`config.mk`:
```
export PLATFORM = sky130hd
export DESIGN_NAME = remap_top
export DESIGN_NICKNAME = d
export VERILOG_FILES = /design/src/hdl/remap_pkg.sv /design/src/hdl/remap_if.sv /design/src/hdl/remap_top.sv /design/src/hdl/req_fsm.sv /design/src/hdl/wait_timer.sv /design/src/hdl/range_matcher.sv /design/src/hdl/region_table.sv
export VERILOG_INCLUDE_DIRS = /design/src /design/src/hdl
export SDC_FILE = /design/constraint.sdc
export NUM_CORES = 1
export LEC_CHECK = 0
export BUFFER_PORTS_ARGS = -buffer_cell sky130_fd_sc_hd__buf_2
export CAP_MARGIN = 20
export CORE_UTILIZATION = 65
export CTS_BUF_LIST = sky130_fd_sc_hd__clkbuf_8
export CTS_CLUSTER_DIAMETER = 200
export DETAILED_ROUTE_END_ITERATION = 8
export PLACE_DENSITY = 0.88
export RECOVER_POWER = 50
export SLEW_MARGIN = 15
export SYNTH_ARGS = -nofsm -noshare
export SYNTH_HDL_FRONTEND = slang
export SYNTH_SLANG_ARGS = --single-unit
```
`constraint.sdc`:
```
create_clock -name clk -period 11.1 [get_ports clk]
set_input_delay 2.22 -clock clk [delete_from_list [all_inputs] [get_ports clk]]
set_output_delay 2.22 -clock clk [all_outputs]
set_load 0.02 [all_outputs]
```
`src/hdl/remap_macros.svh`:
```
/* Sizing of the remap unit. Changing REMAP_NREG requires a matching REMAP_IDXW,
   and regions are always aligned to 2^REMAP_GRAN_BITS bytes */
`ifndef REMAP_MACROS_SVH
`define REMAP_MACROS_SVH

// Address and data word width
`define REMAP_AW 32

// Number of remap regions in the table
`define REMAP_NREG 4

// Width of a region index
`define REMAP_IDXW 2

// Low address bits ignored by the range compare
// 7 bits gives a 128 byte granule
`define REMAP_GRAN_BITS 7

// Cycles to wait for the downstream acknowledge
`define REMAP_TIMEOUT 64

`endif
```
`src/hdl/remap_pkg.sv`:
```
/* Shared types of the remap unit. The configuration word is read as an address
   for BASE, LAST and OFFSET writes and as a control word for CTRL writes */
`include "remap_macros.svh"

package remap_pkg;

	// ****************************************
	// Configuration write
	// ****************************************

	// Entry field targeted by a configuration strobe
	typedef enum logic [1:0]
	{
		BASE   = 2'd0,
		LAST   = 2'd1,
		OFFSET = 2'd2,
		CTRL   = 2'd3
	} cfg_field_e;

	// Control view of the word
	// Only bit 0 carries meaning for now
	typedef struct packed
	{
		logic [`REMAP_AW-2:0] rsvd;
		logic enable;
	} cfg_ctrl_t;

	// One configuration word, two decodings
	typedef union packed
	{
		logic [`REMAP_AW-1:0] addr;
		cfg_ctrl_t ctrl;
	} cfg_word_u;

	// ****************************************
	// Response
	// ****************************************

	typedef enum logic [1:0]
	{
		OK          = 2'd0,
		DECODE_ERR  = 2'd1,
		TIMEOUT_ERR = 2'd2
	} rsp_code_e;

endpackage

```
`src/hdl/remap_if.sv`:
```
/* Internal bundles of the remap unit. Both are purely combinational views,
   without clock or handshake */
`timescale 1ns/1ps
`include "remap_macros.svh"

// Region table contents, one word per region in each list
interface table_if;
	logic [`REMAP_NREG-1:0][`REMAP_AW-1:0] base_list;
	logic [`REMAP_NREG-1:0][`REMAP_AW-1:0] last_list;
	logic [`REMAP_NREG-1:0][`REMAP_AW-1:0] offset_list;
	logic [`REMAP_NREG-1:0] enable;

	// Table registers drive, matcher reads
	modport owner (output base_list, last_list, offset_list, enable);
	modport user (input base_list, last_list, offset_list, enable);
endinterface

// Address lookup between the request FSM and the matcher
interface lookup_if;
	logic [`REMAP_AW-1:0] addr;
	logic hit;
	logic [`REMAP_AW-1:0] xlat_addr;
	logic [`REMAP_IDXW-1:0] hit_idx;

	// FSM supplies the address and reads the result
	modport requester (output addr, input hit, xlat_addr, hit_idx);
	modport matcher (input addr, output hit, xlat_addr, hit_idx);
endinterface

```
`src/hdl/remap_top.sv`:
```
/* Address remap unit, four regions with a 128 byte granule. No bursts and no table
   read-back, and requests arriving while busy are dropped */
`timescale 1ns/1ps
`include "remap_macros.svh"

module remap_top
(
	input logic clk,
	input logic rst_n,
	// Table programming
	input logic cfg_we,
	input logic [`REMAP_IDXW-1:0] cfg_idx,
	input remap_pkg::cfg_field_e cfg_field,
	input logic [`REMAP_AW-1:0] cfg_wdata,
	// Request side
	input logic req_valid,
	input logic [`REMAP_AW-1:0] req_addr,
	input logic req_write,
	input logic [`REMAP_AW-1:0] req_wdata,
	output logic busy,
	// Downstream memory port
	output logic dn_req,
	output logic [`REMAP_AW-1:0] dn_addr,
	output logic dn_write,
	output logic [`REMAP_AW-1:0] dn_wdata,
	input logic dn_ack,
	input logic [`REMAP_AW-1:0] dn_rdata,
	// Response
	output logic rsp_valid,
	output remap_pkg::rsp_code_e rsp_code,
	output logic [`REMAP_AW-1:0] rsp_rdata,
	output logic [`REMAP_IDXW-1:0] rsp_region
);

	// ****************************************
	// Internal connections
	// ****************************************

	table_if tbl_if ();
	lookup_if lkp_if ();

	// Timer handshake
	logic tmr_start;
	logic tmr_stop;
	logic tmr_expired;

	region_table u_region_table
	(
		.clk(clk),
		.rst_n(rst_n),
		.cfg_we(cfg_we),
		.cfg_idx(cfg_idx),
		.cfg_field(cfg_field),
		.cfg_wdata(cfg_wdata),
		.tbl(tbl_if.owner)
	);

	range_matcher u_range_matcher
	(
		.tbl(tbl_if.user),
		.lkp(lkp_if.matcher)
	);

	wait_timer u_wait_timer
	(
		.clk(clk),
		.rst_n(rst_n),
		.start(tmr_start),
		.stop(tmr_stop),
		.expired(tmr_expired)
	);

	req_fsm u_req_fsm
	(
		.clk(clk),
		.rst_n(rst_n),
		.req_valid(req_valid),
		.req_addr(req_addr),
		.req_write(req_write),
		.req_wdata(req_wdata),
		.busy(busy),
		.dn_req(dn_req),
		.dn_addr(dn_addr),
		.dn_write(dn_write),
		.dn_wdata(dn_wdata),
		.dn_ack(dn_ack),
		.dn_rdata(dn_rdata),
		.rsp_valid(rsp_valid),
		.rsp_code(rsp_code),
		.rsp_rdata(rsp_rdata),
		.rsp_region(rsp_region),
		.tmr_start(tmr_start),
		.tmr_stop(tmr_stop),
		.tmr_expired(tmr_expired),
		.lkp(lkp_if.requester)
	);

endmodule

```
`src/hdl/req_fsm.sv`:
```
/* Request sequencer with one request in flight. req_valid is ignored while busy,
   and dn_ack is only looked at in the wait state */
`timescale 1ns/1ps
`include "remap_macros.svh"

module req_fsm
(
	input logic clk,
	input logic rst_n,
	input logic req_valid,
	input logic [`REMAP_AW-1:0] req_addr,
	input logic req_write,
	input logic [`REMAP_AW-1:0] req_wdata,
	output logic busy,
	output logic dn_req,
	output logic [`REMAP_AW-1:0] dn_addr,
	output logic dn_write,
	output logic [`REMAP_AW-1:0] dn_wdata,
	input logic dn_ack,
	input logic [`REMAP_AW-1:0] dn_rdata,
	output logic rsp_valid,
	output remap_pkg::rsp_code_e rsp_code,
	output logic [`REMAP_AW-1:0] rsp_rdata,
	output logic [`REMAP_IDXW-1:0] rsp_region,
	output logic tmr_start,
	output logic tmr_stop,
	input logic tmr_expired,
	lookup_if.requester lkp
);

	typedef enum logic [1:0]
	{
		IDLE   = 2'd0,
		LOOKUP = 2'd1,
		WAIT   = 2'd2
	} state_t;

	state_t state;

	// Latched request
	logic [`REMAP_AW-1:0] addr_q;
	logic write_q;
	logic [`REMAP_AW-1:0] wdata_q;

	logic accept;
	logic wait_done;

	assign accept = (state == IDLE) && req_valid;
	// Ack has priority over a timeout in the same cycle
	assign wait_done = (state == WAIT) && (dn_ack || tmr_expired);

	assign busy = (state != IDLE);
	assign lkp.addr = addr_q;

	// Write info stays stable for the whole downstream access
	assign dn_write = write_q;
	assign dn_wdata = wdata_q;

	// Timer spans the dn_req pulse and the wait state
	assign tmr_start = (state == LOOKUP) && lkp.hit;
	assign tmr_stop = wait_done;

	// ****************************************
	// Control state
	// ****************************************

	always_ff @(posedge clk or negedge rst_n)
	begin
		if (!rst_n)
		begin
			state     <= IDLE;
			dn_req    <= 1'b0;
			rsp_valid <= 1'b0;
		end
		else
		begin
			// Both strobes are single cycle
			dn_req    <= 1'b0;
			rsp_valid <= 1'b0;
			case (state)
				IDLE:
				begin
					if (accept)
					begin
						state <= LOOKUP;
					end
				end
				LOOKUP:
				begin
					if (lkp.hit)
					begin
						dn_req <= 1'b1;
						state  <= WAIT;
					end
					else
					begin
						// Miss answers at once
						rsp_valid <= 1'b1;
						state     <= IDLE;
					end
				end
				WAIT:
				begin
					if (wait_done)
					begin
						rsp_valid <= 1'b1;
						state     <= IDLE;
					end
				end
				default:
				begin
					state <= IDLE;
				end
			endcase
		end
	end

	// ****************************************
	// Payload
	// ****************************************

	always_ff @(posedge clk)
	begin
		if (accept)
		begin
			addr_q  <= req_addr;
			write_q <= req_write;
			wdata_q <= req_wdata;
		end
		if (state == LOOKUP)
		begin
			dn_addr    <= lkp.xlat_addr;
			rsp_region <= lkp.hit_idx;
			// Code and data only matter on a miss here
			rsp_code   <= remap_pkg::DECODE_ERR;
			rsp_rdata  <= '0;
		end
		else if (state == WAIT)
		begin
			if (dn_ack)
			begin
				rsp_code  <= remap_pkg::OK;
				rsp_rdata <= dn_rdata;
			end
			else if (tmr_expired)
			begin
				rsp_code  <= remap_pkg::TIMEOUT_ERR;
				rsp_rdata <= '0;
			end
		end
	end

	// Downstream issue and response are exclusive steps of one request
	a_req_rsp_excl: assert property (
		@(posedge clk) disable iff (!rst_n)
		!(dn_req && rsp_valid)
	) else $error("dn_req and rsp_valid high together");

	// One response per accepted request, never back to back
	a_rsp_single: assert property (
		@(posedge clk) disable iff (!rst_n)
		rsp_valid |=> !rsp_valid
	) else $error("rsp_valid high in two consecutive cycles");

endmodule

```
`src/hdl/wait_timer.sv`:
```
/* Acknowledge wait counter. expired pulses once, REMAP_TIMEOUT cycles after the
   start cycle, unless stop arrives first */
`timescale 1ns/1ps
`include "remap_macros.svh"

module wait_timer
(
	input logic clk,
	input logic rst_n,
	input logic start,
	input logic stop,
	output logic expired
);

	// Wide enough to hold the limit itself
	localparam int CW = $clog2(`REMAP_TIMEOUT + 1);

	logic [CW-1:0] count;
	logic running;
	logic at_limit;

	assign at_limit = (count == CW'(`REMAP_TIMEOUT));

	// Start wins over stop and restarts from zero
	always_ff @(posedge clk or negedge rst_n)
	begin
		if (!rst_n)
		begin
			count   <= '0;
			running <= 1'b0;
		end
		else if (start)
		begin
			count   <= '0;
			running <= 1'b1;
		end
		else if (stop || (running && at_limit))
		begin
			// Halt on stop or after the expiry cycle
			running <= 1'b0;
		end
		else if (running)
		begin
			count <= count + 1'b1;
		end
	end

	// Single cycle, since the counter halts right after
	assign expired = running && at_limit;

endmodule

```
`src/hdl/range_matcher.sv`:
```
/* Combinational region lookup. Only the address bits above the granule are compared,
   and enabled regions must not overlap */
`timescale 1ns/1ps
`include "remap_macros.svh"

module range_matcher
(
	table_if.user tbl,
	lookup_if.matcher lkp
);

	// Width of the compared upper address field
	localparam int HIW = `REMAP_AW - `REMAP_GRAN_BITS;

	// Upper part of the request address
	logic [HIW-1:0] addr_hi;

	// Per region compare results
	logic [`REMAP_NREG-1:0] above_base;
	logic [`REMAP_NREG-1:0] below_last;
	logic [`REMAP_NREG-1:0] match;

	// Folded selection of the matching region
	logic [`REMAP_AW-1:0] sel_offset;
	logic [`REMAP_IDXW-1:0] sel_idx;

	assign addr_hi = lkp.addr[`REMAP_AW-1:`REMAP_GRAN_BITS];

	// ****************************************
	// Range compare per region
	// ****************************************

	for (genvar i = 0; i < `REMAP_NREG; i++)
	begin : g_region
		// Base and last are inclusive granule bounds
		assign above_base[i] = (addr_hi >= tbl.base_list[i][`REMAP_AW-1:`REMAP_GRAN_BITS]);
		assign below_last[i] = (addr_hi <= tbl.last_list[i][`REMAP_AW-1:`REMAP_GRAN_BITS]);
		// Disabled entries never match
		assign match[i] = tbl.enable[i] & above_base[i] & below_last[i];
	end

	// ****************************************
	// One-hot select and translation
	// ****************************************

	// OR fold over the match vector
	// Valid as long as at most one bit is set
	always_comb
	begin
		sel_offset = '0;
		sel_idx = '0;
		for (int i = 0; i < `REMAP_NREG; i++)
		begin
			if (match[i])
			begin
				sel_offset = sel_offset | tbl.offset_list[i];
				sel_idx = sel_idx | `REMAP_IDXW'(i);
			end
		end
	end

	assign lkp.hit = |match;
	assign lkp.hit_idx = sel_idx;

	// Offset applies to the full address, wrapping at 2^32
	assign lkp.xlat_addr = lkp.addr + sel_offset;

	// Overlapping enabled regions would merge offsets in the fold
	always_comb
	begin
		a_match_onehot: assert final ($onehot0(match))
		else $error("overlapping regions matched, vector %b", match);
	end

endmodule

```
`src/hdl/region_table.sv`:
```
/* Region registers, written one word per cfg_we strobe. A write lands at the strobe
   edge even while a request is in flight, so software must program while idle */
`timescale 1ns/1ps
`include "remap_macros.svh"

module region_table
(
	input logic clk,
	input logic rst_n,
	input logic cfg_we,
	input logic [`REMAP_IDXW-1:0] cfg_idx,
	input remap_pkg::cfg_field_e cfg_field,
	input remap_pkg::cfg_word_u cfg_wdata,
	table_if.owner tbl
);

	// ****************************************
	// Region storage
	// ****************************************

	// One word per region for each address field
	logic [`REMAP_NREG-1:0][`REMAP_AW-1:0] base_q;
	logic [`REMAP_NREG-1:0][`REMAP_AW-1:0] last_q;
	logic [`REMAP_NREG-1:0][`REMAP_AW-1:0] offset_q;

	// Region enables, all off after reset
	logic [`REMAP_NREG-1:0] enable_q;

	// Field decode of one configuration strobe
	// CTRL takes the control view, the rest take the address view
	always_ff @(posedge clk or negedge rst_n)
	begin
		if (!rst_n)
		begin
			base_q   <= '0;
			last_q   <= '0;
			offset_q <= '0;
			enable_q <= '0;
		end
		else if (cfg_we)
		begin
			case (cfg_field)
				remap_pkg::BASE:
				begin
					base_q[cfg_idx] <= cfg_wdata.addr;
				end
				remap_pkg::LAST:
				begin
					last_q[cfg_idx] <= cfg_wdata.addr;
				end
				remap_pkg::OFFSET:
				begin
					offset_q[cfg_idx] <= cfg_wdata.addr;
				end
				remap_pkg::CTRL:
				begin
					// Reserved control bits are dropped
					enable_q[cfg_idx] <= cfg_wdata.ctrl.enable;
				end
			endcase
		end
	end

	// ****************************************
	// Table view for the matcher
	// ****************************************

	assign tbl.base_list   = base_q;
	assign tbl.last_list   = last_q;
	assign tbl.offset_list = offset_q;
	assign tbl.enable      = enable_q;

	// An entry is enabled only once its bounds form a valid granule range
	a_cfg_enable_range: assert property (
		@(posedge clk) disable iff (!rst_n)
		(cfg_we && (cfg_field == remap_pkg::CTRL) && cfg_wdata.ctrl.enable)
		|-> (base_q[cfg_idx][`REMAP_AW-1:`REMAP_GRAN_BITS]
			<= last_q[cfg_idx][`REMAP_AW-1:`REMAP_GRAN_BITS])
	) else $error("region %0d enabled with base above last", cfg_idx);

endmodule

```
==> metrics.md <==
| Metric | Value |
|---|---|
| Slew Limit Fails | `396` |
| Synth top area share | `about 36%` |
| Starting density of the core | `about two thirds` |
| Initial antenna violation count | `3` |
| Sink Count | `around 480` |
| Cells after Synth | `2127` |
| Yosys reg bits | `477` |
| Fmax | `roughly 140 MHz` |
| Syn nets | `2502` |
| Placed cell area | `0.0257 sq mm` |
| R2R Path End | `u_req_fsm.dn_addr[28]` |
| Most common cell in the netlist | `dfrtp_1` |
| Die H | `a little under 200 um` |
| Post-Route Utilization | `about 75%` |
| Die width | `slightly below 200 um` |
| # hold bufs at CTS | `0` |
| Reg clk slew, reported paths | `0.06 ns` |
| Via count | `roughly 18000` |
| H-tree levels | `3` |
| Largest net degree at the start of global routing | `between 100 and 150` |
| CTS tree | `yes` |
| Outcome | `complete, but fails checks` |
| RR Startpoint | `u_req_fsm.lkp.addr[27]` |
| Hold_sp | `u_req_fsm.rsp_code[0]` |
| Sum Neg Setup Slack | `0 ns` |
| Drt total wl | `65600 um` |
| Seq/Total Area, Yosys | `50.8%` |
| Most frequent cells after synthesis | `dfrtp_1, mux2_2, ha_1, inv_1, nand2_1` |
| Hold Path Depth | `1` |
| Synth Warn # | `0` |
| Data required, critical path | `11.70 ns` |
| Hpwl dp | `44400 um` |
| Multi-input gate area | `0.0107 sq mm` |
| Asr flop ratio synth | `72.1%` |
| Vias in the first global route | `approximately 18000` |
| Post-route design area | `0.0273 sq mm` |
| CP cell instances | `clkbuf_1 -> buf_4` |
| Fin cells | `2905` |
| DR iter-0 viols | `between 1500 and 2000` |
| CP Launch Type | `input pin` |
| Synth top area cells | `dfrtp_1, edfxtp_1, ha_1` |
| Post-DRT Antenna Nets | `0` |
| Overall routing resource usage | `34.8%` |
| Post-synth EDFFs | `99` |
| Main flop type after synthesis | `dfrtp_1` |
| DR pass1 iterations | `5` |
| Worst VDD drop | `about 180 uV` |
| Crit path DAT | `~7.6 ns` |
| Worst path top cell family by delay | `buffers and inverters` |
| Layout Skew | `about 0.030 ns` |
| CP max stage delay | `roughly 4.0 ns` |
| Row count | `70` |
| DP Worst Slack | `between 4 and 5 ns` |
| Placed Cells | `2757` |
| CP Buf/Inv Count | `2` |
| Critical-path top delay cell | `clkbuf_1` |
| Min setup slack post-route | `between 4 and 5 ns` |
| Synth Cell Area | `about 0.024 sq mm` |
| CP Max Fanout | `roughly 110` |
| Hold path endpoint | `u_req_fsm.rsp_code[0]` |
| Hold crit path type | `register to register` |
| Max Cap Violations | `7` |
| DRC Markers | `0` |
| Core area | `~0.037 sq mm` |
| Area grow syn2layout | `13.0%` |
| Gates resized, CTS repair | `0` |
| Root Driver | `clkbuf_8` |
| Yosys top cell by area | `dfrtp_1` |
| Die ar. | `between 0.03 and 0.04 sq mm` |
| Final setup fails | `0` |
| Pwr dens | `roughly 230 mW/mm^2` |
| CP endpoint kind | `asynchronous set/reset pin` |
| RePlAce Congestion | `a little under 1` |
| Period utilisation layout | `between 60% and 70%` |
| Register area | `about 0.012 sq mm` |
| Syn_area_per_cell | `~11 sq um` |
| Via/cell ratio | `approximately 6.3` |
| Top Ports | `242` |
| Kind of critical path | `input pin to asynchronous set/reset pin` |
| Final #Nets | `2746` |
| R2r setup slk | `around 4.5 ns` |
| Total gr overflow | `0` |
| Fill cells | `2362` |
| Num CTS Buffers | `77` |
| Failing checks | `max-capacitance violations, max-slew violations` |
| Final hold vios | `0` |
| FF-to-FF path depth | `20` |
| Post-route minimum period | `7.00 ns` |
| Clock Latency Late Sink | `0.65 ns` |
| WL per Instance | `22.6 um` |
| Leak | `around 0.013 uW` |
| Bufs on Longest Clock Path | `3` |
| Global-route wire length before repair | `approximately 100000 um` |
| Synth unique cells | `67` |
| Share of cells above drive strength 1 | `approximately a quarter` |
| # Post-CTS Setup Buffers | `0` |
| I/O Buffers | `~240` |
| Worst slew margin | `-285%` |
| RSZ-0062 raised after global routing | `no` |
| Worst-margin pin slew | `between 5 and 6 ns` |
registers in the layout (all words and copies together) (netlist names):
| register | count |
|---|---|
| u_region_table.tbl.offset_list | 128 |
| u_region_table.tbl.base_list | 100 |
| u_region_table.tbl.last_list | 100 |
| u_req_fsm.dn_addr | 32 |
| u_req_fsm.dn_wdata | 32 |
| u_req_fsm.lkp.addr | 32 |
| u_req_fsm.rsp_rdata | 32 |
| u_wait_timer.count | 7 |
| u_region_table.tbl.enable | 4 |
| u_req_fsm.rsp_code | 2 |
| u_req_fsm.rsp_region | 2 |
| u_req_fsm.state | 2 |
| u_req_fsm.dn_req | 1 |
| u_req_fsm.dn_write | 1 |
| u_req_fsm.rsp_valid | 1 |
| u_wait_timer.running | 1 |
cell families (layout without fill, tap and decap cells):
kind of cell    count (synthesis)  after routing  share of synthesized area (%)
flops                         477            477                           50.8
compound gates                436            436                           11.9
simple gates                  399            399                           7.79
buf+inv                       307            615                           4.91
mux                           238            238                           11.1
fa+ha+maj                     237            237                           12.3
xor+xnor                       33             33                           1.25
other cells                     0              2                              0
cells in the final DEF (no fill, tap or decap), drive strengths merged, types with 16 or more instances in the layout:
master,n
a211oi,16
a21o,27
a21oi,107
a221o,33
a22o,31
a22oi,35
buf,242
clkbuf,116
dfrtp,344
dfxtp,34
edfxtp,99
ha,236
inv,242
mux2,237
nand2,158
nand2b,17
nand3,28
nand4,42
nor2,84
o21ai,140
xnor2,21
layout make-up:
cell class                 instances  share of cell area (%)
multi-input combinational       1343                    39.3
timing repair buffer             262                    5.08
clock buffer                      96                    4.84
clock inverter                    47                   0.839
antenna                            2                  0.0183
sequential                       477                    44.9
inverter                         210                    2.89
tap                              468                    2.15
power by group:
| group | leakage, uW | total, uW | internal, uW | switching [uW] |
|---|---|---|---|---|
| combinational | 0.00658 | 2240 | 879 | 1360 |
| clock | 0.000903 | 1520 | 806 | 713 |
| sequential | 0.00541 | 2580 | 2320 | 261 |
| total | 0.0129 | 6340 | 4010 | 2330 |
layer usage:
layer  GRT usage [%]  share of wire [%]
met5               0              0.014
met4            16.3                4.3
met3            5.93                7.9
met2            57.5                 49
met1            45.2                 39
stage by stage:
stage / power [uW] / hold slack, ns
2_1_floorplan: 4030 / 0.474
3_3_place_gp: 4600 / 0.430
3_5_place_dp: 4750 / 0.434
4_1_cts: 6290 / 0.449
5_1_grt: 6650 / 0.460
6_report: 6340 / 0.452
worst max-delay path by stage:
stage | startpoint | to | depth (start not counted)
finish | rst_n | u_region_table.tbl.base_list[111] | 2
global route | rst_n | u_region_table.tbl.base_list[124] | 1
CTS | u_req_fsm.lkp.addr[27] | u_req_fsm.dn_addr[28] | 20
detailed placement | u_req_fsm.lkp.addr[27] | u_req_fsm.dn_addr[28] | 20
global placement | u_req_fsm.lkp.addr[27] | u_req_fsm.dn_addr[28] | 20
floorplan | u_req_fsm.lkp.addr[23] | u_req_fsm.dn_addr[28] | 20
(Power assumes the default switching activity.)
